==> src/vcfg_pkg.sv <==
package vcfg_pkg;

    // sizes of the fixed configuration
    localparam int xlen       = 32;                    // scalar word width
    localparam int vl_bits    = 12;                    // vl and avl width
    localparam int vlmax      = 2048;                  // VLEN 16384 at 8 bit elements
    localparam int xreg_count = 8;                     // reduced scalar file
    localparam int xaddr_bits = $clog2(xreg_count);    // 3 bit register index
    localparam int sew_bits   = 3;                     // vtype[5:3]

    // encoding of the config instructions
    localparam logic [6:0] op_vcfg   = 7'b1010111;     // OP-V major opcode
    localparam logic [2:0] f3_vcfg   = 3'b111;         // OPCFG
    localparam logic [6:0] f7_vsetvl = 7'b1000000;     // register form

    typedef logic [xlen-1:0]       xlen_t;     // scalar value or instruction word
    typedef logic [vl_bits-1:0]    vl_t;       // vl or avl
    typedef logic [sew_bits-1:0]   sew_t;      // sew code
    typedef logic [xaddr_bits-1:0] xaddr_t;    // register index

    // config type, 2'b10 has no instruction here
    typedef enum logic [1:0] {
        cfg_vsetvli  = 2'b00,
        cfg_vsetvl   = 2'b01,
        cfg_vsetivli = 2'b11
    } cfg_type_e;

    typedef enum logic [1:0] {
        st_idle = 2'b00,    // waiting for a strobe
        st_exec = 2'b01,    // calc registers the result
        st_wb   = 2'b10     // state update and rd writeback
    } ctrl_state_e;

    // decoded instruction
    typedef struct packed {
        cfg_type_e   cfg_type;
        xaddr_t      rs1;
        xaddr_t      rs2;
        xaddr_t      rd;
        logic [4:0]  uimm;       // avl of vsetivli
        logic [10:0] zimm;       // vtype immediate, zero extended for vsetivli
        logic [1:0]  avl_set;    // [0] rs1 is x0, [1] rd is x0
    } vcfg_dec_t;

    // calc result, consumed by the state block and ctrl
    typedef struct packed {
        vl_t  avl;
        sew_t sew;
        logic vill;
        logic vtype_upd;    // sew and vill are fresh
        logic new_vl;       // rd gets the new vl
    } vcfg_res_t;

endpackage

==> src/vcfg_calc.sv <==
`timescale 1ns/1ns

module vcfg_calc (
    input  logic                clk,
    input  logic                rst_n,
    input  logic                en,         // high in st_exec
    input  vcfg_pkg::vcfg_dec_t dec,
    input  vcfg_pkg::xlen_t     rs1_val,
    input  vcfg_pkg::xlen_t     rs2_val,
    input  vcfg_pkg::vl_t       cur_vl,     // kept when rs1 and rd are both x0
    output vcfg_pkg::vcfg_res_t res
);

    vcfg_pkg::xlen_t vtype_nxt;
    vcfg_pkg::sew_t  sew_nxt;
    logic            vill_nxt;
    vcfg_pkg::vl_t   avl_nxt;
    logic            rs1_big;

    // register form takes vtype from rs2, immediates from zimm
    assign vtype_nxt = (dec.cfg_type == vcfg_pkg::cfg_vsetvl) ? rs2_val
                                                               : vcfg_pkg::xlen_t'(dec.zimm);
    assign sew_nxt   = vtype_nxt[5:3];
    assign vill_nxt  = vtype_nxt[vcfg_pkg::xlen-1];    // zero for zimm, top bits unused

    // clip over the whole word, not just the low vl bits
    assign rs1_big = (rs1_val > vcfg_pkg::xlen_t'(vcfg_pkg::vlmax));

    always_comb begin
        if (dec.cfg_type == vcfg_pkg::cfg_vsetivli) begin
            avl_nxt = vcfg_pkg::vl_t'(dec.uimm);               // 0..31
        end else if (!dec.avl_set[0]) begin
            avl_nxt = rs1_big ? vcfg_pkg::vl_t'(vcfg_pkg::vlmax)
                              : rs1_val[vcfg_pkg::vl_bits-1:0];
        end else if (!dec.avl_set[1]) begin
            avl_nxt = vcfg_pkg::vl_t'(vcfg_pkg::vlmax);       // rs1 x0, rd live
        end else begin
            avl_nxt = cur_vl;                                  // only vtype changes
        end
    end

    always_ff @(posedge clk or negedge rst_n) begin
        if (!rst_n) begin
            res <= '0;
        end else begin
            if (en) begin
                res.avl  <= avl_nxt;
                res.sew  <= sew_nxt;
                res.vill <= vill_nxt;
            end
            // flags last one cycle, ctrl and csr sample them in st_wb
            res.vtype_upd <= en;
            res.new_vl    <= en & ~(&dec.avl_set);
        end
    end

endmodule

==> config.mk <==
export PLATFORM = sky130hd
export DESIGN_NAME = vcfg_calc
export DESIGN_NICKNAME = d
export VERILOG_FILES = /design/src/vcfg_pkg.sv /design/src/vcfg_calc.sv
export SDC_FILE = /design/constraint.sdc
export NUM_CORES = 1
export LEC_CHECK = 0
export ABC_AREA = 1
export CORE_MARGIN = 5
export CORE_UTILIZATION = 55
export CTS_BUF_LIST = sky130_fd_sc_hd__clkbuf_16
export CTS_CLUSTER_DIAMETER = 60
export DETAILED_ROUTE_END_ITERATION = 16
export DONT_BUFFER_PORTS = 1
export PLACE_DENSITY = 0.73
export SLEW_MARGIN = 20
export SYNTH_ARGS = -nofsm -noshare
export SYNTH_HDL_FRONTEND = slang
export SYNTH_SLANG_ARGS = --single-unit
==> constraint.sdc <==
create_clock -name clk -period 0.8 [get_ports clk]
set_input_delay 0.12 -clock clk [delete_from_list [all_inputs] [get_ports clk]]
set_output_delay 0.12 -clock clk [all_outputs]
set_load 0.01 [all_outputs]
==> flow_summary.yaml <==
power:
  power.density_nw_per_um2: 1580
  peakVddDrop_v: 0.00147
  power_mw: 2.41
  p_leak_nw: 0.841
sta:
  min_period_ns: 0.875
  tightest_slew_ns: 0.286
  holdWs_ns: -0.432
  max_slew_margin_pct: 80.8
  finalCritPeriodShare_pct: 109
  drv_slew: 0
  skew_ns: 0
  finalWorstSetupSlack_ns: -0.0750
  fmax_mhz: 1140
  hold_viol: 18
  rsz0062_at_grt: "yes"
  setup_viol_count_final: 11
synth:
  ys_ff_latch: 18
  yosysSeqAreaShare_pct: 38.3
  synth-edff-count: 0
  synth_area_leader_cell: "dfrtp_1"
  synth_warnings: 0
  ys_types: 15
  synthDominantCellAreaShare_pct: 38.3
  synth_top_flop_cell: "dfrtp_1"
  synth.most_common_cell: "nand2_1"
  synth_commonest_cells: "78 x nand2_1, 42 x nor2_1, 20 x inv_1, 18 x dfrtp_1, 11 x nand3_1"
  synth_area_leaders: "dfrtp_1 38%, nand2_1 25%, nor2_1 13%"
  avgSynthCellArea_sq_um: 6.26
  syn_nets: 296
  syn_area_sq_um: 1180
  async_flop_share_pct: 100
  synth_cells: 188
critical_path:
  path_cells: "buf_6"
  ff2ff_setup_slack_ns: 0.05
  slowest_delay_ns: 0.38
  path_buf_inv: 1
  startpoint_type: "flop"
  worstPathArrival_ns: 0.76
  crit_cells: 1
  required_ns: 0.68
  crit_path_max_fanout: 2
  cp-end-kind: "output port"
  worstSetupPathType: "flop to output port"
  r2r_start: "res[3]"
  r2r-end: "res[3]"
  path_delay_family: "flip-flops"
  worstRegToRegCells: 3
  slowest_stage: "dfrtp_1"
placed_design:
  gp_congestion: 0.834
  dpl.hpwl_microns: 2540
  io_buffers: 0
detailed_routing:
  drt_iter0_markers: 42
  drt_first_pass_iters: 4
  finalWirelength_microns: 3360
  wire_per_inst_microns: 14.3
  post-route-drc-count: 0
  ant_nets: 0
  viasPerCell: 5.26
  route.vias.total: 1230
final_layout:
  largest_register_ffs: 18
  drive_gt1_share_pct: 17.4
  fillers: 156
  largest_register: "res"
  num_antenna_cells: 0
  syn2layout_area_growth_pct: 29.2
  largestRegisters: "res x18"
  num-nets-final: 317
clock_tree:
  cts_max_level: 1
  ctsHoldBuffers: 1
  cts_tree: "yes"
  clock_sinks: 18
  clockBufferDepth: 2
  root_buffer: "clkbuf_16"
  insertion_delay_ns: 0.24
  path_clk_slew_ns: 0.05
  cts_inserted_buffers: 3
global_routing:
  grt_pass1_vias: 1194
  grt_pass1_wl_microns: 5180
  grt_overflow: 0
  track_usage_pct: 20.3
  antenna_found_initial: 0
  grt_max_degree: 19
floorplanning:
  core-area_sq_um: 2000
  rows: 16
  start_util_pct: 58.8
  die_y_microns: 56.3
  fp.dieW_microns: 56.3
  die-area_sq_um: 3170
  io_pins: 126
job:
  max_cap_violations: 0
worst_hold_path:
  min_path_type: "input port to asynchronous set/reset pin"
run_status:
  outcome: "finished, violations left"
  violations: "hold timing, setup timing"
[per-layer routing]
metal  vias up  global-route usage [%]  share of wire, %
met5         -                       0                 0
met1       547                    21.8                35
li1        603                       -                 -
met2        74                    38.1                53
met4         0                    3.73               1.1
met3         6                    7.34                11
[logic make-up after synthesis]
family	share of synthesized area [%]
AO/OA/AOI/OAI	3.61
flip-flops	38.3
AND/OR/NAND/NOR	46.2
buffers and inverters	11.9
[where the power goes]
part | internal (mW) | switching [mW]
logic | 0.186 | 0.189
clock network | 0.657 | 0.312
registers | 0.983 | 0.0806
total | 1.83 | 0.582
[placed cells by master (no fill, tap or decap), drive strengths merged]
master / n
o21ai: 6
buf: 20
nand2: 78
o211ai: 1
nor2: 43
nand3: 13
and2: 1
dlygate4sd3: 1
dfrtp: 18
a21oi: 1
nand4: 1
inv: 20
clkbuf: 4
[through the flow]
stage	cells	instance area [sq um]	worst slack [ns]	utilization, %	TNS, ns
global route	234	1520	-0.122	76.0	-1.36
CTS	232	1450	-0.0725	72.5	-0.145
global placement	228	1360	-0.209	67.9	-1.85
detailed placement	228	1360	-0.241	67.9	-2.32
floorplan	188	1200	-0.143	-	-1.25
finish	234	1520	-0.0750	76.0	-0.328
[worst max-delay path by stage]
stage,start,endpoint,slack [ns]
after floorplan,rs1_val[17],res[17],-0.14
after global routing,rs1_val[19],res[13],-0.12
final,res[3],res[3],-0.08
after global placement,rs1_val[17],res[17],-0.21
after detailed placement,rs1_val[17],res[17],-0.24
after CTS,res[3],res[3],-0.07
[area by class of cell]
cell class / instances / area (sq um) / share of cell area (%)
Clock buffer: 3 / 75.1 / 4.93
Inverter: 20 / 75.1 / 4.93
Multi-Input combinational cell: 144 / 644 / 42.4
Sequential cell: 18 / 450 / 29.6
Tap cell: 27 / 33.8 / 2.22
Timing Repair Buffer: 22 / 243 / 16.0
[what timing repair did]
action	4_1_cts	5_1_grt
cloned	0	1
setup buffers	0	1
pin swaps	0	10
hold endpoints to repair	19	18
setup endpoints to repair	2	17
resized for setup	2	9
Note: power is estimated with default switching activity, not from simulation.
