[src/vcfg_pkg.sv]
package vcfg_pkg;

    // sizes of the fixed configuration
    localparam int xlen       = 32;                    // scalar word width
    localparam int vl_bits    = 12;                    // vl and avl width
    localparam int vlmax      = 2048;                  // VLEN 16384 at 8 bit elements
    localparam int xreg_count = 8;                     // reduced scalar file
    localparam int xaddr_bits = $clog2(xreg_count);    // 3 bit register index
    localparam int sew_bits   = 3;                     // vtype[5:3]

    // encoding of the config instructions
    localparam logic [6:0] op_vcfg   = 7'b1010111;     // OP-V major opcode
    localparam logic [2:0] f3_vcfg   = 3'b111;         // OPCFG
    localparam logic [6:0] f7_vsetvl = 7'b1000000;     // register form

    typedef logic [xlen-1:0]       xlen_t;     // scalar value or instruction word
    typedef logic [vl_bits-1:0]    vl_t;       // vl or avl
    typedef logic [sew_bits-1:0]   sew_t;      // sew code
    typedef logic [xaddr_bits-1:0] xaddr_t;    // register index

    // config type, 2'b10 has no instruction here
    typedef enum logic [1:0] {
        cfg_vsetvli  = 2'b00,
        cfg_vsetvl   = 2'b01,
        cfg_vsetivli = 2'b11
    } cfg_type_e;

    typedef enum logic [1:0] {
        st_idle = 2'b00,    // waiting for a strobe
        st_exec = 2'b01,    // calc registers the result
        st_wb   = 2'b10     // state update and rd writeback
    } ctrl_state_e;

    // decoded instruction
    typedef struct packed {
        cfg_type_e   cfg_type;
        xaddr_t      rs1;
        xaddr_t      rs2;
        xaddr_t      rd;
        logic [4:0]  uimm;       // avl of vsetivli
        logic [10:0] zimm;       // vtype immediate, zero extended for vsetivli
        logic [1:0]  avl_set;    // [0] rs1 is x0, [1] rd is x0
    } vcfg_dec_t;

    // calc result, consumed by the state block and ctrl
    typedef struct packed {
        vl_t  avl;
        sew_t sew;
        logic vill;
        logic vtype_upd;    // sew and vill are fresh
        logic new_vl;       // rd gets the new vl
    } vcfg_res_t;

endpackage

[src/vcfg_ctrl.sv]
`timescale 1ns/1ns

module vcfg_ctrl (
    input  logic                clk,
    input  logic                rst_n,
    input  logic                instr_valid,      // one cycle strobe
    input  vcfg_pkg::vcfg_dec_t dec_in,           // straight from the decoder
    input  logic                illegal_instr,
    input  logic                new_vl,           // valid in st_wb when it comes from calc
    output vcfg_pkg::vcfg_dec_t dec,              // latched instruction
    output logic                calc_en,
    output logic                csr_en,
    output logic                busy,
    output logic                illegal,
    output logic                wb_valid,
    output logic                wb_en,
    output vcfg_pkg::xaddr_t    wb_rd
);

    vcfg_pkg::ctrl_state_e state_q;
    vcfg_pkg::ctrl_state_e state_d;
    logic                  accept;

    assign accept = instr_valid && (state_q == vcfg_pkg::st_idle);

    // illegal words never leave idle in the fixed three state walk
    always_comb begin
        state_d = state_q;
        case (state_q)
            vcfg_pkg::st_idle: if (accept && !illegal_instr) state_d = vcfg_pkg::st_exec;
            vcfg_pkg::st_exec: state_d = vcfg_pkg::st_wb;
            vcfg_pkg::st_wb:   state_d = vcfg_pkg::st_idle;
            default:           state_d = vcfg_pkg::st_idle;
        endcase
    end

    assign calc_en = (state_q == vcfg_pkg::st_exec);
    assign csr_en  = (state_q == vcfg_pkg::st_wb);
    assign busy    = (state_q != vcfg_pkg::st_idle);

    always_ff @(posedge clk or negedge rst_n) begin
        if (!rst_n) begin
            state_q  <= vcfg_pkg::st_idle;
            dec      <= '0;
            illegal  <= 1'b0;
            wb_valid <= 1'b0;
            wb_en    <= 1'b0;
            wb_rd    <= '0;
        end else begin
            state_q <= state_d;
            if (accept) begin
                dec <= dec_in;                           // holds until the next accept
            end
            illegal  <= accept & illegal_instr;          // one cycle pulse
            wb_valid <= csr_en;                          // lines up with the new vl
            wb_en    <= csr_en & new_vl & (dec.rd != '0);
            if (csr_en) begin
                wb_rd <= dec.rd;
            end
        end
    end

    // the source must wait out busy as there is no back-pressure
    a_no_strobe_busy : assert property (
        @(posedge clk) disable iff (!rst_n) busy |-> !instr_valid
    ) else $error("vcfg_ctrl: instr_valid while busy");

endmodule

[config.mk]
export PLATFORM = sky130hd
export DESIGN_NAME = vcfg_ctrl
export DESIGN_NICKNAME = d
export VERILOG_FILES = /design/src/vcfg_pkg.sv /design/src/vcfg_ctrl.sv
export SDC_FILE = /design/constraint.sdc
export NUM_CORES = 1
export LEC_CHECK = 0
export BUFFER_PORTS_ARGS = -buffer_cell sky130_fd_sc_hd__buf_2
export CAP_MARGIN = 20
export CORE_MARGIN = 2
export CORE_UTILIZATION = 40
export CTS_CLUSTER_SIZE = 10
export DETAILED_ROUTE_END_ITERATION = 8
export GPL_TIMING_DRIVEN = 0
export PLACE_DENSITY = 0.72
export SYNTH_ARGS = -nofsm -noshare
export SYNTH_HDL_FRONTEND = slang
export SYNTH_SLANG_ARGS = --single-unit
export TNS_END_PERCENT = 50
[constraint.sdc]
create_clock -name clk -period 2.04 [get_ports clk]
set_input_delay 0.408 -clock clk [delete_from_list [all_inputs] [get_ports clk]]
set_output_delay 0.408 -clock clk [all_outputs]
set_load 0.02 [all_outputs]
==> summary.txt <==
Initial Util: 0.4166
Syn Nets: 115
Commonest cells after routing, fill and taps aside: buf_2 (71), dfrtp_1 (37), mux2_2 (30)
Critical path's slowest cell: dfrtp_1
Initial antenna violation count: 0
PortBufs: 71
Sequential-to-total area share from yosys stat: 0.6661
Slew headroom: 0.4728
CTS tree: done
Setup Skew: 4.330 ps
Synthesized cell area: 1390 µm²
Final Hold Fails: 0
Crit path to: csr_en
Number of I/O pins: 72
Core ar.: 3337 µm²
Lkg Pwr: 0.9335 nW
Gpl congestion: 0.6701
Clock Power Share: 0.195
Crit path from: state_q[0]
Arr. time, crit path: 1270 ps
WS Path Type: register to output pin
Syn-to-layout area delta: 33.21%
Final worst slack: 358.5 ps
Outcome: finished clean
H-tree depth: 2
First-pass GRT wire length: 4347 µm
RSZ-0062 raised after global routing: false
Worst r2r src: state_q[0]
Proportion of power drawn by combinational gates: 0.288
Hold buffers post-CTS: 0
Synth Area per Inst: 17.16 µm²
Placed wire-length estimate: 1906 µm
Routed Antenna Nets: 0
TNS Setup: 0 ps
Slew @ Worst Pin: 790.7 ps
Critical Path RT: 1630 ps
Largest net degree at the start of global routing: 38
# setup viols final: 0
Most common cell after layout, fill and taps aside: buf_2
CTS max path bufs: 2
CP max stage delay: 440 ps
Worst path cell trace: nand2b_1 -> inv_1 -> buf_2
Clk Latency, worst-skew pair: 320 ps
Post-route clock period utilization: 0.8243
DRT Pass-1 Iters: 4
Synth area leaders: dfrtp_1 (67%), mux2_2 (24%), buf_6 (2.4%)
Register bit total from synthesis: 37
Die area: 3963 µm²
PD cells: 967.0 nW/µm²
Cells on worst reg2reg path: 3
Final wirelength: 2555 µm
CTS Buf Count: 5
VDD IR-drop max: 569.1 µV
Ant. Diodes: 0
CTS root buf: clkbuf_4
Distinct cell type count after synthesis: 11
Clock slew at reported path FFs: 100 ps
Flop2flop setup slack: 600 ps
Tmin final: 1682 ps
Yosys top cell by area: dfrtp_1
Max-Cap Viols: 0
DR DRC count: 0
Top cell type's share of synthesized area: 0.6661
DR vias/cell: 4.544
Switching power: 0.5678 mW
Via count of the routed design: 936
Layout cells sized above 1: 0.6938
GRT Util Overall: 0.1441
Final number of max-transition violations: 0
Internal power: 1.223 mW
Nets: 193
Fill cell total of the finished layout: 304
Crit. End Element: output pin
FP Rows: 21
Iter 0 DRT Violations: 30
Chip width: 62.95 µm
Synthesized instance count: 81
GRT overflow: 0
Pre-CTS setup slack: 539.5 ps
Post-CTS sizing: 0
Crit Path Max Fanout: 5
Crit path launch type: register
Reg power frac: 0.517
Sw Share: 0.3171
Clock tree sinks: 37
Post-CTS Repair Setup Buffers: 0
RR Endpoint: dec[24]
Yosys warning count: 0
Chip height: 62.95 µm
Hold/Removal Path Class: input pin to async pin
Routed wire length per instance: 12.40 µm
Number of global-route vias before repair: 991
Max frequency: 0.5947 GHz
==> power groups by stage <==
stage | logic (mW) | clock network (mW) | registers, mW
after floorplan | 0.161 | 0 | 1.09
after global placement | 0.511 | 0 | 0.933
final | 0.516 | 0.349 | 0.926
after CTS | 0.525 | 0.374 | 0.928
after global routing | 0.551 | 0.411 | 0.945
after detailed placement | 0.525 | 0 | 0.938
==> metrics by stage <==
step	cells	hold WS, ps	utilization	total power, mW	area [µm²]
floorplan	81	112.4	-	1.256	1390
global placement	198	465.7	0.5403	1.443	1803
detailed placement	198	488.0	0.5403	1.462	1803
CTS	206	164.8	0.5549	1.828	1852
global route	206	179.9	0.5549	1.906	1852
finish	206	155.6	0.5549	1.791	1852
==> registers in the layout, summed over array words and instances, names as in the netlist <==
signal / flops
dec: 29
wb_en: 1
illegal: 1
wb_valid: 1
wb_rd: 3
state_q: 2
==> how the worst min path moves through the flow <==
stage               to  slack [ps]  depth (start not counted)
2_1_floorplan   dec[0]         110                          0
3_3_place_gp    dec[6]         470                          1
3_5_place_dp    dec[6]         490                          1
4_1_cts        dec[20]         160                          1
5_1_grt        dec[20]         180                          1
6_report       dec[10]         160                          1
==> cell type report <==
class                   count  area [µm²]  share of cell area
flip-flops and latches     37       925.9              0.5000
multi-input cells          40       426.7              0.2304
repair buffers             71       355.3              0.1919
well taps                  46       57.56             0.03108
clock buffers               8       48.80             0.02635
plain buffers               3       33.78             0.01824
inverters                   1       3.754            0.002027
==> synthesized netlist by cell type <==
cell type / count
buf_6: 3
mux2_1: 2
nand2b_1: 1
or2_2: 1
dfrtp_1: 37
o311a_1: 1
nor2b_1: 3
and2_1: 1
inv_1: 1
mux2_2: 30
nor3b_4: 1
==> per-layer routing <==
layer,up-vias,share of wire,track usage
li1,440,-,-
met1,433,0.40,0.1722
met2,56,0.48,0.2261
met3,7,0.098,0.04324
met4,0,0.021,0.09167
met5,-,0,0
==> critical path: cells and delay by family, from the launching register on <==
family | cells | cell delay (ps)
buf+inv | 2 | 280
flops | 1 | 440
simple gates | 1 | 220
==> cell families (layout without fill, tap and decap cells) <==
family,Yosys count,count (layout),share of synthesized area
flip-flops,37,37,0.6661
multiplexers,32,32,0.2592
AND/OR/NAND/NOR,7,7,0.04052
buffers and inverters,4,83,0.02700
AO/OA/AOI/OAI,1,1,0.007201
Note: power is estimated with default switching activity, not from simulation.
