--- config.mk ---
export PLATFORM = sky130hd
export DESIGN_NAME = vcfg_xregs
export DESIGN_NICKNAME = d
export VERILOG_FILES = /design/src/vcfg_pkg.sv /design/src/vcfg_xregs.sv
export SDC_FILE = /design/constraint.sdc
export NUM_CORES = 1
export LEC_CHECK = 0
export BUFFER_PORTS_ARGS = -buffer_cell sky130_fd_sc_hd__buf_4
export CORE_MARGIN = 1
export CORE_UTILIZATION = 45
export DETAILED_ROUTE_END_ITERATION = 8
export HOLD_SLACK_MARGIN = 0.12
export MAX_ROUTING_LAYER = met4
export SLEW_MARGIN = 20
export SYNTH_ARGS = -nofsm -noshare
export SYNTH_HDL_FRONTEND = slang
export SYNTH_SLANG_ARGS = --single-unit
--- constraint.sdc ---
create_clock -name clk -period 2.55 [get_ports clk]
set_input_delay 0.1275 -clock clk [delete_from_list [all_inputs] [get_ports clk]]
set_output_delay 0.1275 -clock clk [all_outputs]
set_load 0.05 [all_outputs]
--- src/vcfg_pkg.sv ---
package vcfg_pkg;

    // sizes of the fixed configuration
    localparam int xlen       = 32;                    // scalar word width
    localparam int vl_bits    = 12;                    // vl and avl width
    localparam int vlmax      = 2048;                  // VLEN 16384 at 8 bit elements
    localparam int xreg_count = 8;                     // reduced scalar file
    localparam int xaddr_bits = $clog2(xreg_count);    // 3 bit register index
    localparam int sew_bits   = 3;                     // vtype[5:3]

    // encoding of the config instructions
    localparam logic [6:0] op_vcfg   = 7'b1010111;     // OP-V major opcode
    localparam logic [2:0] f3_vcfg   = 3'b111;         // OPCFG
    localparam logic [6:0] f7_vsetvl = 7'b1000000;     // register form

    typedef logic [xlen-1:0]       xlen_t;     // scalar value or instruction word
    typedef logic [vl_bits-1:0]    vl_t;       // vl or avl
    typedef logic [sew_bits-1:0]   sew_t;      // sew code
    typedef logic [xaddr_bits-1:0] xaddr_t;    // register index

    // config type, 2'b10 has no instruction here
    typedef enum logic [1:0] {
        cfg_vsetvli  = 2'b00,
        cfg_vsetvl   = 2'b01,
        cfg_vsetivli = 2'b11
    } cfg_type_e;

    typedef enum logic [1:0] {
        st_idle = 2'b00,    // waiting for a strobe
        st_exec = 2'b01,    // calc registers the result
        st_wb   = 2'b10     // state update and rd writeback
    } ctrl_state_e;

    // decoded instruction
    typedef struct packed {
        cfg_type_e   cfg_type;
        xaddr_t      rs1;
        xaddr_t      rs2;
        xaddr_t      rd;
        logic [4:0]  uimm;       // avl of vsetivli
        logic [10:0] zimm;       // vtype immediate, zero extended for vsetivli
        logic [1:0]  avl_set;    // [0] rs1 is x0, [1] rd is x0
    } vcfg_dec_t;

    // calc result, consumed by the state block and ctrl
    typedef struct packed {
        vl_t  avl;
        sew_t sew;
        logic vill;
        logic vtype_upd;    // sew and vill are fresh
        logic new_vl;       // rd gets the new vl
    } vcfg_res_t;

endpackage

--- src/vcfg_xregs.sv ---
`timescale 1ns/1ns

module vcfg_xregs (
    input  logic             clk,
    input  logic             rst_n,
    input  logic             xw_en,       // external fill port
    input  vcfg_pkg::xaddr_t xw_addr,
    input  vcfg_pkg::xlen_t  xw_data,
    input  logic             wb_en,       // vl writeback port
    input  vcfg_pkg::xaddr_t wb_addr,
    input  vcfg_pkg::xlen_t  wb_data,
    input  vcfg_pkg::xaddr_t rs1_addr,
    input  vcfg_pkg::xaddr_t rs2_addr,
    output vcfg_pkg::xlen_t  rs1_val,
    output vcfg_pkg::xlen_t  rs2_val
);

    vcfg_pkg::xlen_t regs [vcfg_pkg::xreg_count];

    // x0 is never written, writes to it fall away
    always_ff @(posedge clk or negedge rst_n) begin
        if (!rst_n) begin
            for (int i = 0; i < vcfg_pkg::xreg_count; i++) begin
                regs[i] <= '0;
            end
        end else if (xw_en && (xw_addr != '0)) begin
            regs[xw_addr] <= xw_data;
        end else if (wb_en && (wb_addr != '0)) begin
            regs[wb_addr] <= wb_data;    // new vl into rd
        end
    end

    // async reads, x0 hardwired
    assign rs1_val = (rs1_addr == '0) ? '0 : regs[rs1_addr];
    assign rs2_val = (rs2_addr == '0) ? '0 : regs[rs2_addr];

    // fill port is only used while idle, never against a writeback
    a_one_writer : assert property (
        @(posedge clk) disable iff (!rst_n) !(xw_en && wb_en)
    ) else $error("vcfg_xregs: external write collides with writeback");

endmodule
==> results by stage <==
Synth:
- After synthesis, the share of cell area in mux cells is 32.1%.
- Yosys mapped a number of flops with a built-in enable equal to 0.
- The most used flip-flop cell after synthesis is sky130_fd_sc_hd__dfrtp_1.
- The dominant combinational cell family by area after synthesis is multiplexers.
- The area share of xor/xnor cells in the synthesized design is 0%.
- The simple-gate area share of the yosys netlist is 5.62%.
- The area share of the leading cell type in the synthesized netlist is 38.2%.
- The proportion of synthesized chip area in sequential cells is 38.2%.
- The flip-flop and latch count after synthesis is 224.
- The number of distinct library cells after synthesis is 32.
- The post-synth design cell area is 14700 sq um.
- The average cell area after synthesis is 11.5 sq um.
- The net count of the mapped netlist is 1356.
- The largest area contributor in the netlist is sky130_fd_sc_hd__dfrtp_1.
- The adder and majority cell fraction of the synthesized area is 0%.
- Of all flip-flops after synthesis, the portion carrying an async set or reset was 100%.
- The gate count of the mapped netlist is 1276.
- The share of the synthesized area in compound gates (AO/OA/AOI/OAI) is 19.4%.
- Yosys attributes the largest share of cell area to sky130_fd_sc_hd__dfrtp_1 38%, sky130_fd_sc_hd__mux2_2 15%, sky130_fd_sc_hd__o32ai_1 13%.
- For this run, the number of Yosys warnings is 0.

Clock network:
- The maximum level of the CTS H-tree is 1.
- The clock edge transition at the registers on the reported setup and hold paths is 0.06 ns.
- The clock drives 224 sinks.
- The maximum buffer depth of the clock tree is 3.
- Counting the buffers created by CTS gives 27.
- Clock tree synthesis selected as its root buffer the cell sky130_fd_sc_hd__clkbuf_16.
- TritonCTS built the clock tree.
- The later pin in the worst-skew pair is clocked with a latency of 0.54 ns.

Final layout:
- The largest registers in the layout are regs: 224 flops.
- The repair_antennas step left the layout with diodes totalling 0.
- The register with the most flip-flops in the layout has 224 of them.
- The library cells used most frequently in the layout, excluding fill and tap cells, are 224 x sky130_fd_sc_hd__o32ai_1, 224 x sky130_fd_sc_hd__dfrtp_1, 195 x sky130_fd_sc_hd__mux2_2, 179 x sky130_fd_sc_hd__buf_4, 125 x sky130_fd_sc_hd__nand2_1.
- The number of nets in the layout is 1424.
- The area growth from synthesis to layout is 16.9%.
- More flip-flops sit in one register than any other, and that register is regs.
- The non-filler instance count after layout is 1796.
- The fraction of final layout cells sized beyond drive strength 1 is 37.1%.

Pwr:
- VDD sags by at most 0.000462 V.
- For this design the static power due to leakage is 7.23 nW.
- In this run the power density over the cells is 593 nW/um^2.
- The design draws 10.2 mW.

Route:
- For this run, design rule violations remaining after detail routing come to 0.
- In the routed layout, each cell is associated on average with a via count of 7.01.
- The routed via count is 12590.
- The per-cell routed wire length is 28.9 um.
- Before antenna repair, the detailed router went through 5 iterations.
- Once detail routing completed, the nets flagged for antenna violations numbered 0.
- The total wirelength of the detailed-routed design is 51900 um.
- The first routing iteration left 1368 violations.

Global route:
- The global-route usage over all layers is 32.2%.
- The initial antenna violation count is 0.
- The number of global-route vias before repair was 12805.
- The total grt overflow is 0.
- The pin count of the biggest net entering global routing is 113.
- The first-pass GRT wire length is 79300 um.

Worst setup path:
- The source of the worst register-to-register timing path is regs[105].
- The type of the worst setup path is register to primary output.
- STA classifies the critical path startpoint as a register.
- The slowest stage cell on the critical path is sky130_fd_sc_hd__dfrtp_1.
- The endpoint identified for the worst register-to-register timing path is regs[105].
- STA puts the critical path data required time at 2.42 ns.
- For the worst flop-to-flop path, the logic depth is 1.
- The gate family responsible for the most delay along the worst path is compound AO/OA/AOI/OAI gates.
- At the worst endpoint, the arrival time is 1.97 ns.
- The endpoint kind of the worst setup timing path is a primary output.
- The setup check on the worst reg-to-reg path leaves a slack of 1.71 ns.
- Together, buffers and inverters on the worst path number 1.
- The signal on the critical path passes through mux2_2, a22oi_1, o21ai_0, buf_4.
- The largest single stage delay on the critical path is 0.39 ns.
- In this run the worst path has a maximum fanout of 3.

Worst hold path:
- The worst hold path was traced through 4 stages.
- In this run the most critical hold path is launched from xw_data[28].
- In this run the worst hold path is classified as primary input to register.
- The end point of the worst hold path is regs[156].

Place:
- The count of buffers inserted at the top-level ports is 143.
- The HPWL after detailed placement is 29700 um.
- Routability-driven placement finished with a final weighted congestion of 0.835.
- The cell count after placement is 1749.

STA:
- For the pin with the worst max-slew slack, the measured transition is 1.06 ns.
- The number of max-slew violations in the final report was 0.
- The relative max-transition margin is 29.4%.
- The clock tree skew after final layout is 0 ns.
- Setup violations remaining at the end of the flow were counted as 0.
- The minimum clock period after layout is 2.10 ns.
- The final clock period utilization by the worst path is 82.4%.
- Timing would allow up to 476 MHz.
- Setup repair after global routing left no endpoint under its margin.
- The final sum of negative setup slack is 0 ns.
- The number of hold violations in the final report was 0.

Floorplan:
- The row count is 65.
- The number of primary I/O pins is 144.
- The die is 183 um tall.
- In this run the standard cell core region covers 31800 sq um.
- Once the floorplan was initialized, standard cells occupied 46.1% of the core.
- The die covers 33300 sq um.
- In this run the horizontal extent of the chip is 183 um.

Status:
- The run finished with clean final reports.

Job:
- The max-capacitance violation count is 0.
==> power breakdown <==
| group | internal, mW | leakage [nW] | switching [mW] |
|---|---|---|---|
| Clock | 2.35 | 0.429 | 1.58 |
| Combinational | 0.871 | 3.73 | 1.33 |
| Sequential | 3.83 | 3.07 | 0.208 |
| Total | 7.06 | 7.23 | 3.12 |
==> worst max path at each step <==
| stage | start | end | slack (ns) | cells after the start |
|---|---|---|---|---|
| finish | regs[131] | rs2_val[3] | 0.45 | 4 |
| global route | regs[22] | rs2_val[22] | 0.43 | 4 |
| CTS | regs[3] | rs2_val[3] | 0.44 | 4 |
| detailed placement | xw_addr[1] | regs[67] | 0.29 | 5 |
| global placement | xw_addr[1] | regs[9] | 0.30 | 5 |
| floorplan | rs2_addr[1] | rs2_val[11] | 0.25 | 5 |
==> cells by family after synthesis <==
group,count (synthesis)
flops,224
simple gates,177
buf+inv,160
mux,354
compound gates,361
==> synthesized netlist by cell type, types with 2 or more instances <==
library cell               instances
sky130_fd_sc_hd__dfrtp_1         224
sky130_fd_sc_hd__o32ai_1         224
sky130_fd_sc_hd__mux2_2          195
sky130_fd_sc_hd__nand2_1         126
sky130_fd_sc_hd__clkbuf_1        100
sky130_fd_sc_hd__mux2_1           92
sky130_fd_sc_hd__mux4_2           64
sky130_fd_sc_hd__a22oi_1          59
sky130_fd_sc_hd__o21ai_0          59
sky130_fd_sc_hd__buf_2            36
sky130_fd_sc_hd__nand2b_1         34
sky130_fd_sc_hd__buf_1            17
sky130_fd_sc_hd__a21oi_1           6
sky130_fd_sc_hd__buf_6             4
sky130_fd_sc_hd__a221oi_1          3
sky130_fd_sc_hd__inv_1             3
sky130_fd_sc_hd__nand3b_1          3
sky130_fd_sc_hd__nand4b_1          3
sky130_fd_sc_hd__o31ai_2           3
sky130_fd_sc_hd__or3b_1            3
sky130_fd_sc_hd__a211oi_1          2
sky130_fd_sc_hd__a21o_1            2
sky130_fd_sc_hd__mux2i_1           2
sky130_fd_sc_hd__nor2b_1           2
sky130_fd_sc_hd__o31a_1            2
sky130_fd_sc_hd__or4bb_1           2
==> timing repair <==
action                    CTS  global route
hold endpoints to repair   86             0
hold buffers                1             0
gates resized for setup     0             0
setup buffers               0             0
==> metal layers <==
metal | up-vias | global-route usage, % | wire [um]
met5 | - | - | 0
met4 | 0 | 10.7 | 1390
met3 | 117 | 4.47 | 4650
met2 | 744 | 49.1 | 24100
met1 | 6460 | 44.2 | 21700
li1 | 5269 | - | -
==> layout make-up <==
type                       count  area (sq um)
clock buffer                  39           761
clock inverter                 7           110
fill                        2782         14700
inverter                       3          11.3
multi-input combinational    892          8450
sequential                   224          5610
tap                          435           544
timing repair buffer         196          1660
==> worst min-delay path, stage by stage <==
cell	delay [ns]
sky130_fd_sc_hd__buf_4	0.07
sky130_fd_sc_hd__nand2_1	0.15
sky130_fd_sc_hd__o32ai_1	0.14
sky130_fd_sc_hd__mux2_1	0.15
==> metrics by stage <==
stage          utilization [%]  worst slack (ns)  hold WS [ns]  cell area (sq um)
2_1_floorplan                -             0.249        -0.168              14700
3_3_place_gp              51.1             0.300         0.166              16300
3_5_place_dp              51.1             0.293         0.159              16300
4_1_cts                   53.9             0.444         0.127              17100
5_1_grt                   53.9             0.434         0.184              17100
6_report                  53.9             0.450         0.145              17100
Note: power is estimated with default switching activity, not from simulation.
