## src/vcfg_pkg.sv

```systemverilog
package vcfg_pkg;

    // sizes of the fixed configuration
    localparam int xlen       = 32;                    // scalar word width
    localparam int vl_bits    = 12;                    // vl and avl width
    localparam int vlmax      = 2048;                  // VLEN 16384 at 8 bit elements
    localparam int xreg_count = 8;                     // reduced scalar file
    localparam int xaddr_bits = $clog2(xreg_count);    // 3 bit register index
    localparam int sew_bits   = 3;                     // vtype[5:3]

    // encoding of the config instructions
    localparam logic [6:0] op_vcfg   = 7'b1010111;     // OP-V major opcode
    localparam logic [2:0] f3_vcfg   = 3'b111;         // OPCFG
    localparam logic [6:0] f7_vsetvl = 7'b1000000;     // register form

    typedef logic [xlen-1:0]       xlen_t;     // scalar value or instruction word
    typedef logic [vl_bits-1:0]    vl_t;       // vl or avl
    typedef logic [sew_bits-1:0]   sew_t;      // sew code
    typedef logic [xaddr_bits-1:0] xaddr_t;    // register index

    // config type, 2'b10 has no instruction here
    typedef enum logic [1:0] {
        cfg_vsetvli  = 2'b00,
        cfg_vsetvl   = 2'b01,
        cfg_vsetivli = 2'b11
    } cfg_type_e;

    typedef enum logic [1:0] {
        st_idle = 2'b00,    // waiting for a strobe
        st_exec = 2'b01,    // calc registers the result
        st_wb   = 2'b10     // state update and rd writeback
    } ctrl_state_e;

    // decoded instruction
    typedef struct packed {
        cfg_type_e   cfg_type;
        xaddr_t      rs1;
        xaddr_t      rs2;
        xaddr_t      rd;
        logic [4:0]  uimm;       // avl of vsetivli
        logic [10:0] zimm;       // vtype immediate, zero extended for vsetivli
        logic [1:0]  avl_set;    // [0] rs1 is x0, [1] rd is x0
    } vcfg_dec_t;

    // calc result, consumed by the state block and ctrl
    typedef struct packed {
        vl_t  avl;
        sew_t sew;
        logic vill;
        logic vtype_upd;    // sew and vill are fresh
        logic new_vl;       // rd gets the new vl
    } vcfg_res_t;

endpackage

```

## src/vcfg_csr.sv

```systemverilog
`timescale 1ns/1ns

module vcfg_csr (
    input  logic                clk,
    input  logic                rst_n,
    input  logic                en,        // high in st_wb
    input  vcfg_pkg::vcfg_res_t res,
    output vcfg_pkg::vl_t       vl,
    output vcfg_pkg::sew_t      sew,
    output logic                vill,
    output vcfg_pkg::xlen_t     wb_data
);

    vcfg_pkg::vl_t  vl_q;
    vcfg_pkg::sew_t sew_q;
    logic           vill_q;

    // out of reset there is no valid configuration
    always_ff @(posedge clk or negedge rst_n) begin
        if (!rst_n) begin
            vl_q   <= '0;
            sew_q  <= '0;
            vill_q <= 1'b1;
        end else if (en) begin
            vl_q <= res.avl;
            if (res.vtype_upd) begin
                sew_q  <= res.sew;
                vill_q <= res.vill;
            end
        end
    end

    assign vl   = vl_q;
    assign sew  = sew_q;
    assign vill = vill_q;

    // rd gets the new vl, zero extended
    // res.avl still holds through the writeback cycle
    assign wb_data = vcfg_pkg::xlen_t'(res.avl);

    // every avl path in calc is clipped
    a_vl_max : assert property (
        @(posedge clk) disable iff (!rst_n)
        vl_q <= vcfg_pkg::vl_t'(vcfg_pkg::vlmax)
    ) else $error("vcfg_csr: vl %0d above vlmax", vl_q);

endmodule

```

## config.mk

```make
export PLATFORM = sky130hd
export DESIGN_NAME = vcfg_csr
export DESIGN_NICKNAME = d
export VERILOG_FILES = /design/src/vcfg_pkg.sv /design/src/vcfg_csr.sv
export SDC_FILE = /design/constraint.sdc
export NUM_CORES = 1
export LEC_CHECK = 0
export ABC_CLOCK_PERIOD_IN_PS = 1450
export BUFFER_PORTS_ARGS = -buffer_cell sky130_fd_sc_hd__buf_2
export CAP_MARGIN = 20
export CORE_MARGIN = 4
export CORE_UTILIZATION = 30
export CTS_CLUSTER_SIZE = 12
export DETAILED_ROUTE_END_ITERATION = 7
export PLACE_DENSITY = 0.67
export REMOVE_ABC_BUFFERS = 1
export SYNTH_ARGS = -nofsm -noshare
export SYNTH_HDL_FRONTEND = slang
export SYNTH_SLANG_ARGS = --single-unit
```

## constraint.sdc

```tcl
create_clock -name clk -period 1.45 [get_ports clk]
set_input_delay 0.145 -clock clk [delete_from_list [all_inputs] [get_ports clk]]
set_output_delay 0.145 -clock clk [all_outputs]
set_load 0.005 [all_outputs]
```

==> flow_metrics.py, run 1 <==
metrics = {
    "run_status": {
        "outcome": "complete, no violations",
    },
    "yosys": {
        "flip_flop_and_latch_count_after_synthesis": 16,
        "synth.cell_area_um2": 846,
        "synth.avg_cell_area_um2": 12.6,
        "ys_seq_area_share_pct": 47.5,
        "post_synth_inst_count": 67,
        "ys_warn_count": 0,
        "synth_cell_type_count": 7,
    },
    "cells_and_area": {
        "drive_gt1_share_pct": 65.7,
        "fillerInstances": 266,
        "layout_commonest_cell": "sky130_fd_sc_hd__buf_2",
        "antenna_cells": 0,
        "areaGrowthSynthToFinish_pct": 16.1,
        "finish.instance_area_um2": 982,
        "nets": 127,
        "mostFrequentLayoutCells": "47 x sky130_fd_sc_hd__buf_2, 20 x sky130_fd_sc_hd__conb_1, 16 x sky130_fd_sc_hd__mux2_2",
    },
    "power_and_ir_drop": {
        "leakage_nw": 0.528,
        "max-vdd-ir-drop_mv": 0.545,
        "power_density_nw_per_um2": 1010,
    },
    "critical_path": {
        "critical_path.cell_chain": "buf_2",
        "timing.critical_path.from_type": "flip-flop",
        "cpLargestDelayFamily": "flip-flops",
        "crit-reg2reg-launch": "vl[5]$_DFFE_PN0P_",
        "critical_path_arrival_ns": 0.92,
        "cp.buffers_inverters": 1,
        "path_max_fanout": 2,
        "cpPeakStageDelay_ns": 0.54,
        "critPathSlowestCell": "sky130_fd_sc_hd__dfstp_2",
        "cp_data_required_time_ns": 1.31,
        "reg2reg_depth": 1,
        "critical_path.endpoint_type": "primary output",
        "rr_endpoint": "vl[5]$_DFFE_PN0P_",
        "reg2reg_setup_slack_ns": 0.70,
        "crit_type": "flip-flop to primary output",
    },
    "global_routing": {
        "grt_pass1_vias": 475,
        "grt_overall_usage_pct": 7.67,
        "grt_first_pass_wirelength_um": 2040,
        "gr-total-overflow": 0,
        "grt_start_max_net_pins": 17,
        "number_of_antenna_violations_at_the_first_check_in_global_routing": 0,
    },
    "flow_run": {
        "max_capacitance_violation_total": 0,
    },
    "sta": {
        "final_period_demand_of_the_worst_path_ns": 1.06,
        "maxClockFrequency_mhz": 941,
        "tns_ns": 0,
        "final_hold_viol_count": 0,
        "rsz0062_at_grt": "false",
        "setup_viol": 0,
        "layout_worst_path_cycle_share_pct": 73.3,
        "clock-skew-final_ns": 0,
        "timing.final.max_slew_violations": 0,
        "setup_ws_ns": 0.387,
    },
    "clocking": {
        "clock_tree_root_buffer_cell": "sky130_fd_sc_hd__clkbuf_4",
        "clock_sinks": 16,
        "cts_tree": "done",
        "cts_max_level": 1,
        "clkSlewWorstSetupHoldPaths_ns": 0.09,
        "clock_latency_ns": 0.28,
        "clk_path_buf_depth": 2,
        "cts_made_buffers": 3,
    },
    "detailed_routing": {
        "highest_layer": "met4",
        "drt-met1-wl_um": 465,
        "routed_wl_um": 1560,
        "route.detailed.wl_per_inst_um": 11.6,
        "detailroute.wirelength.met3_um": 294,
        "drt_iter0_markers": 2,
        "drt-vias-per-instance": 3.95,
        "antenna_left": 0,
        "firstDrtPassIters": 2,
        "vias": 533,
        "dr_wl_met2_um": 778,
        "drt_drc_violations_left": 0,
    },
    "die": {
        "overall_die_area_um2": 3730,
        "top_level_ports": 69,
        "die_w_um": 61.1,
        "chipHeight_um": 61.1,
        "design.core.area_um2": 2590,
        "number_of_placement_rows": 18,
        "floorplan.initialDensity_pct": 32.7,
    },
    "worst_hold_path": {
        "number_of_cells_on_the_worst_hold_path": 2,
        "min-delay-start": "res[3]",
        "hp-class": "input pin to flip-flop",
        "hold_path_end": "sew[0]$_DFFE_PN0P_",
    },
    "place": {
        "post_dp_cell_area_um2": 936,
        "post-dp-hpwl_um": 1330,
        "io_buffers": 47,
        "dp_slack_ns": 0.461,
        "routability_congestion": 0.650,
    },
}
[logic make-up after synthesis]
family / count (synthesis) / synth area share, %
buffers and inverters: 33 / 30.0
multiplexers: 16 / 21.3
flip-flops: 16 / 47.5
AND/OR/NAND/NOR: 1 / 0.740
other: 1 / 0.443
[cell type report]
class / instances / area, um^2 / area share, %
timing repair buffer: 48 / 245 / 25.0
sequential: 16 / 402 / 40.9
multi-input combinational: 37 / 262 / 26.6
tap: 30 / 37.5 / 3.82
clock buffer: 4 / 36.3 / 3.69
[flip-flops by register name, summed over array words and instances (netlist names)]
| signal | cells |
|---|---|
| vl | 12 |
| vill | 1 |
| sew | 3 |
[through the flow]
stage	power (W)	util (%)	cells	hold WS, ns
after global placement	0.000715	36.1	130	0.0683
after detailed placement	0.000724	36.1	130	0.0759
final	0.000995	37.9	135	0.0957
after floorplan	0.000600	-	53	-0.151
after CTS	0.00102	37.9	135	0.0783
after global routing	0.00106	37.9	135	0.0774
[power breakdown]
part	switching, W	internal, W
combinational	0.0000850	0.000106
sequential	0.0000212	0.000499
clock	0.000131	0.000153
[synthesized netlist by cell type, drive strengths merged]
| master | number | area share, % |
|---|---|---|
| buf | 32 | 28 |
| mux2 | 16 | 21 |
| nand2 | 1 | 0.74 |
| conb | 1 | 0.44 |
| dfrtp | 15 | 44 |
| dfstp | 1 | 3.1 |
| clkbuf | 1 | 1.6 |
[worst max path at each step]
stage / depth (start not counted) / from / to
finish: 1 / vill$_DFFE_PN1P_ / vill
global route: 1 / vill$_DFFE_PN1P_ / vill
CTS: 1 / vill$_DFFE_PN1P_ / vill
detailed placement: 3 / en / sew[2]$_DFFE_PN0P_
global placement: 3 / en / sew[2]$_DFFE_PN0P_
floorplan: 1 / sew[0]$_DFFE_PN0P_ / sew[0]$_DFFE_PN0P_
[timing repair]
action / 4_1_cts / 5_1_grt
gates resized for setup: 0 / 0
endpoints found under the setup margin: 0 / 0
hold endpoints to repair: 15 / 0
buffers inserted: 0 / 0
hold buffers: 1 / 0
[metal layers]
metal	vias up	track usage, %
li1	241	-
met3	2	2.52
met2	43	13.6
met5	-	0
met1	247	6.94
met4	0	6.50
(Power assumes the default switching activity.)
==> inputs of run 2 (changes only) <==
- ABC_CLOCK_PERIOD_IN_PS: 1450 -> 880
- PLACE_DENSITY: 0.67 -> 0.69
- clock period: 1.45 -> 0.88 ns (I/O delays scaled with it)
==> run 2 against run 1 <==
Against the previous run: the flow now finishes with violations (setup timing); register-to-register slack got worse by 0.67 ns; clock power increased by 36%; sequential share of layout area decreased by 0.77 points; flip-flop and latch count unchanged; non-clock buffer count increased by 3; combinational power increased by 74%; cell area increased by 1.9%; clock-buffer cell count unchanged; setup slack got worse by 0.49 ns; global-route usage decreased by 0.18 points; power increased by 58%; wire length decreased by 4.9%.
==> flow_metrics.py, run 2 (synthesized netlist as in run 1, its figures left out) <==
metrics = {
    "run_status": {
        "outcome": "complete, but fails checks",
        "failing_checks": "setup timing",
    },
    "global_routing": {
        "number_of_antenna_violations_at_the_first_check_in_global_routing": 0,
        "grt_pass1_vias": 449,
        "grt_first_pass_wirelength_um": 1970,
        "grt_start_max_net_pins": 17,
        "gr-total-overflow": 0,
        "grt_overall_usage_pct": 7.48,
    },
    "detailed_routing": {
        "drt-vias-per-instance": 3.80,
        "antenna_left": 0,
        "firstDrtPassIters": 4,
        "drt_drc_violations_left": 0,
        "route.detailed.wl_per_inst_um": 10.8,
        "drt_iter0_markers": 3,
        "vias": 525,
        "routed_wl_um": 1490,
    },
    "power_and_ir_drop": {
        "power_density_nw_per_um2": 1570,
        "leakage_nw": 0.538,
        "seq_power_share_pct": 54.3,
        "p_int_w": 0.00119,
        "total_power_w": 0.00158,
        "clkPwrFrac_pct": 24.4,
        "switching_fraction_of_total_power_pct": 24.4,
        "power.combinational.fraction_pct": 21.2,
        "power_switching_w": 0.000384,
        "max-vdd-ir-drop_mv": 0.715,
    },
    "clocking": {
        "clkSlewWorstSetupHoldPaths_ns": 0.09,
        "clock_latency_ns": 0.27,
        "clk_path_buf_depth": 2,
        "cts_tree": "done",
        "cts_max_level": 1,
        "clock_tree_root_buffer_cell": "sky130_fd_sc_hd__clkbuf_4",
        "clock_sinks": 16,
        "cts_made_buffers": 3,
    },
    "sta": {
        "setup_viol": 1,
        "final_hold_viol_count": 0,
        "timing.hold.ws_ns": 0.0364,
        "layout_worst_path_cycle_share_pct": 112,
        "final_period_demand_of_the_worst_path_ns": 0.988,
        "maxClockFrequency_mhz": 1010,
        "clock-skew-final_ns": 0,
        "timing.final.max_slew_violations": 0,
        "setup_ws_ns": -0.108,
        "rsz0062_at_grt": "true",
        "tns_ns": -0.108,
    },
    "cells_and_area": {
        "multi_input_comb_area_um2": 262,
        "areaGrowthSynthToFinish_pct": 18.3,
        "antenna_cells": 0,
        "mostFrequentLayoutCells": "46 x sky130_fd_sc_hd__buf_2, 20 x sky130_fd_sc_hd__conb_1, 16 x sky130_fd_sc_hd__mux2_2",
        "largest_register_ff_count": 12,
        "instances_no_fill": 138,
        "drive_gt1_share_pct": 65.7,
        "nets": 130,
        "fillerInstances": 255,
        "layout_commonest_cell": "sky130_fd_sc_hd__buf_2",
        "final-seq-area_um2": 402,
    },
    "place": {
        "dp_slack_ns": 0.0389,
        "placedCellCount": 132,
        "io_buffers": 47,
        "routability_congestion": 0.632,
        "post-dp-hpwl_um": 1290,
    },
    "die": {
        "overall_die_area_um2": 3730,
        "floorplan.initialDensity_pct": 32.7,
        "number_of_placement_rows": 18,
        "design.core.area_um2": 2590,
        "top_level_ports": 69,
        "chipHeight_um": 61.1,
        "die_w_um": 61.1,
    },
    "critical_path": {
        "timing.critical_path.from": "vill$_DFFE_PN1P_",
        "reg2reg_depth": 2,
        "cpLargestDelayFamily": "flip-flops",
        "cp_data_required_time_ns": 0.79,
        "cp.buffers_inverters": 1,
        "critical_path_arrival_ns": 0.90,
        "crit-reg2reg-launch": "vl[11]$_DFFE_PN0P_",
        "rr_endpoint": "vl[11]$_DFFE_PN0P_",
        "timing.critical_path.from_type": "flip-flop",
        "crit_type": "flip-flop to primary output",
        "reg2reg_setup_slack_ns": 0.03,
        "cp_capture_point": "vill",
        "path_max_fanout": 2,
        "critical_path.cell_chain": "buf_6",
        "critical_path.endpoint_type": "primary output",
        "critical_path_depth_in_cells": 1,
        "critPathSlowestCell": "sky130_fd_sc_hd__dfstp_2",
        "cpPeakStageDelay_ns": 0.54,
    },
    "worst_hold_path": {
        "hp-class": "input pin to flip-flop",
        "number_of_cells_on_the_worst_hold_path": 2,
    },
    "flow_run": {
        "max_capacitance_violation_total": 0,
    },
}
-- run 2: cell type report --
class | instances | area share [%]
timing repair buffer | 51 | 27.4
tap | 30 | 3.75
multi-input combinational | 37 | 26.1
sequential | 16 | 40.1
clock buffer | 4 | 2.63
-- run 2: worst min-delay path by stage --
stage / start / slack, ns / to
after floorplan: rst_n / -0.21 / sew[0]$_DFFE_PN0P_
after global placement: rst_n / 0.009 / vl[4]$_DFFE_PN0P_
after detailed placement: rst_n / 0.01 / sew[1]$_DFFE_PN0P_
after CTS: res[5] / 0.03 / sew[2]$_DFFE_PN0P_
after global routing: res[3] / 0.03 / sew[0]$_DFFE_PN0P_
final: res[5] / 0.04 / sew[2]$_DFFE_PN0P_
-- run 2: what timing repair did --
item	in CTS	in global routing
endpoints found under the hold margin	16	0
buffers inserted	1	0
resized for setup	0	1
hold buffers	1	0
pin swaps	0	0
setup endpoints to repair	14	17
-- run 2: routing by layer --
metal,up-vias,GRT usage (%),part of all wire [%]
li1,246,-,-
met1,227,7.83,32
met2,50,13.1,46
met3,2,2.10,21
met4,0,4.64,0.47
met5,-,0,0
-- run 2: power by group through the flow --
stage	Sequential, W	Clock [W]	Combinational (W)
after floorplan	0.000882	0	0.000106
after global placement	0.000867	0	0.000318
after detailed placement	0.000871	0	0.000323
after CTS	0.000856	0.000409	0.000334
after global routing	0.000867	0.000444	0.000380
final	0.000856	0.000385	0.000334
-- run 2: through the flow --
stage / area (um^2) / utilization, %
floorplan: 663 / -
global placement: 951 / 36.7
detailed placement: 951 / 36.7
CTS: 995 / 38.4
global route: 1000 / 38.6
finish: 1000 / 38.6
==> inputs of run 3 (changes only) <==
- ABC_CLOCK_PERIOD_IN_PS: 880 -> 1100
- CORE_UTILIZATION: 30 -> 35
- PLACE_DENSITY: 0.69 -> 0.75
- clock period: 0.88 -> 1.1 ns (I/O delays scaled with it)
==> run 3 against run 2 <==
Against the previous run: the flow now finishes without violations; first-iteration DRC count up 33%; power down 16%; worst hold slack better by 0.024 ns; global-route usage up 1.0 points; via count up 1.7%; clock power down 3%.
==> flow_metrics.py, run 3 (synthesized netlist as in run 1, its figures left out) <==
metrics = {
    "run_status": {
        "outcome": "complete, no violations",
    },
    "power_and_ir_drop": {
        "switching_fraction_of_total_power_pct": 23.6,
        "total_power_w": 0.00132,
        "clkPwrFrac_pct": 28.5,
        "leakage_nw": 0.537,
        "power_density_nw_per_um2": 1320,
        "seq_power_share_pct": 52.1,
        "power_switching_w": 0.000311,
        "power.combinational.fraction_pct": 19.4,
        "max-vdd-ir-drop_mv": 0.898,
        "p_int_w": 0.00101,
    },
    "die": {
        "floorplan.initialDensity_pct": 37.5,
        "die_w_um": 57.2,
        "number_of_placement_rows": 17,
        "design.core.area_um2": 2250,
        "overall_die_area_um2": 3270,
        "top_level_ports": 69,
        "chipHeight_um": 57.2,
    },
    "cells_and_area": {
        "layout_commonest_cell": "sky130_fd_sc_hd__buf_2",
        "areaGrowthSynthToFinish_pct": 18.2,
        "instances_no_fill": 134,
        "postLayoutCoreUtil_pct": 44.3,
        "final-seq-area_um2": 402,
        "fillerInstances": 228,
        "multi_input_comb_area_um2": 262,
        "mostFrequentLayoutCells": "47 x sky130_fd_sc_hd__buf_2, 20 x sky130_fd_sc_hd__conb_1, 16 x sky130_fd_sc_hd__mux2_2",
        "largest_register_ff_count": 12,
        "nets": 128,
        "drive_gt1_share_pct": 66.0,
        "antenna_cells": 0,
    },
    "detailed_routing": {
        "drt_iter0_markers": 4,
        "antenna_left": 0,
        "routed_wl_um": 1380,
        "vias": 534,
        "drt-vias-per-instance": 3.99,
        "firstDrtPassIters": 2,
        "route.detailed.wl_per_inst_um": 10.3,
        "drt_drc_violations_left": 0,
    },
    "global_routing": {
        "grt_start_max_net_pins": 17,
        "gr-total-overflow": 0,
        "grt_first_pass_wirelength_um": 2170,
        "grt_overall_usage_pct": 8.53,
        "number_of_antenna_violations_at_the_first_check_in_global_routing": 0,
        "grt_pass1_vias": 476,
    },
    "clocking": {
        "cts_tree": "done",
        "clock_tree_root_buffer_cell": "sky130_fd_sc_hd__clkbuf_4",
        "postCtsSetupBuffers": 0,
        "cts_max_level": 1,
        "clkSlewWorstSetupHoldPaths_ns": 0.09,
        "clk_path_buf_depth": 2,
        "clock_latency_ns": 0.27,
        "cts_made_buffers": 3,
        "post_cts_resized": 0,
        "clock_sinks": 16,
    },
    "critical_path": {
        "cpPeakStageDelay_ns": 0.53,
        "critical_path.endpoint_type": "primary output",
        "path_max_fanout": 2,
        "critPathSlowestCell": "sky130_fd_sc_hd__dfstp_2",
        "cp_data_required_time_ns": 0.99,
        "cp.buffers_inverters": 1,
        "timing.critical_path.from_type": "flip-flop",
        "crit_type": "flip-flop to primary output",
        "critical_path.cell_chain": "buf_2",
        "cpLargestDelayFamily": "flip-flops",
        "critical_path_arrival_ns": 0.91,
    },
    "sta": {
        "clock-skew-final_ns": 0,
        "rsz0062_at_grt": "false",
        "setup_viol": 0,
        "tns_ns": 0,
        "final_hold_viol_count": 0,
        "final_period_demand_of_the_worst_path_ns": 1.02,
        "maxClockFrequency_mhz": 983,
        "layout_worst_path_cycle_share_pct": 92.5,
        "timing.final.max_slew_violations": 0,
    },
    "place": {
        "post-dp-hpwl_um": 1170,
        "io_buffers": 47,
        "placedCellCount": 129,
        "routability_congestion": 0.698,
    },
    "worst_hold_path": {
        "hp-class": "input pin to flip-flop",
    },
    "flow_run": {
        "max_capacitance_violation_total": 0,
    },
}
## run 3: changes by cell type in the layout (fill, tap and decap cells not counted)
cell and delta:
sky130_fd_sc_hd__buf_12 +1, sky130_fd_sc_hd__buf_2 +1, sky130_fd_sc_hd__buf_4 -3, sky130_fd_sc_hd__buf_6 -1, sky130_fd_sc_hd__clkbuf_1 -1, sky130_fd_sc_hd__clkbuf_8 +1
## run 3: metal layers
| metal | global-route usage (%) | wire length (um) |
|---|---|---|
| met1 | 10.5 | 489 |
| met2 | 14.0 | 661 |
| met3 | 4.75 | 228 |
| met4 | 0 | 0 |
| met5 | 0 | 0 |
## run 3: through the flow
step | hold slack (ns) | worst slack, ns | cell area, um^2
CTS | 0.0473 | 0.0606 | 1000
finish | 0.0605 | 0.0829 | 1000
global placement | 0.0369 | 0.214 | 953
floorplan | -0.186 | 0.361 | 663
detailed placement | 0.0411 | 0.206 | 953
global route | 0.0481 | 0.0458 | 1000
## run 3: area by class of cell
cell class / instances / area share [%]
timing repair buffer: 49 / 26.5
clock buffer: 4 / 3.63
tap: 28 / 3.50
sequential: 16 / 40.2
multi-input combinational: 37 / 26.2
## run 3: power by group through the flow
stage	combinational [W]	clock [W]	sequential (W)
6_report	0.000256	0.000375	0.000686
2_1_floorplan	0.0000848	0	0.000706
3_5_place_dp	0.000258	0	0.000699
3_3_place_gp	0.000254	0	0.000694
4_1_cts	0.000261	0.000404	0.000688
5_1_grt	0.000288	0.000425	0.000695
## run 3: worst paths after layout
path | to | from | cells past startpoint | slack (ns)
setup / recovery | vill | vill$_DFFE_PN1P_ | 1 | 0.08
hold / removal | sew[2]$_DFFE_PN0P_ | res[5] | 2 | 0.06
setup reg to reg | sew[0]$_DFFE_PN0P_ | sew[0]$_DFFE_PN0P_ | 1 | 0.34
hold reg to reg | vl[5]$_DFFE_PN0P_ | vl[5]$_DFFE_PN0P_ | 1 | 0.51
max in group asynchronous | vill$_DFFE_PN1P_ | rst_n | 2 | 0.53
min in group asynchronous | vl[9]$_DFFE_PN0P_ | rst_n | 2 | 0.27
## run 3: repair_timing
| action | 4_1_cts | 5_1_grt |
|---|---|---|
| hold buffers | 1 | 0 |
| setup endpoints to repair | 0 | 0 |
| hold endpoints to repair | 15 | 0 |
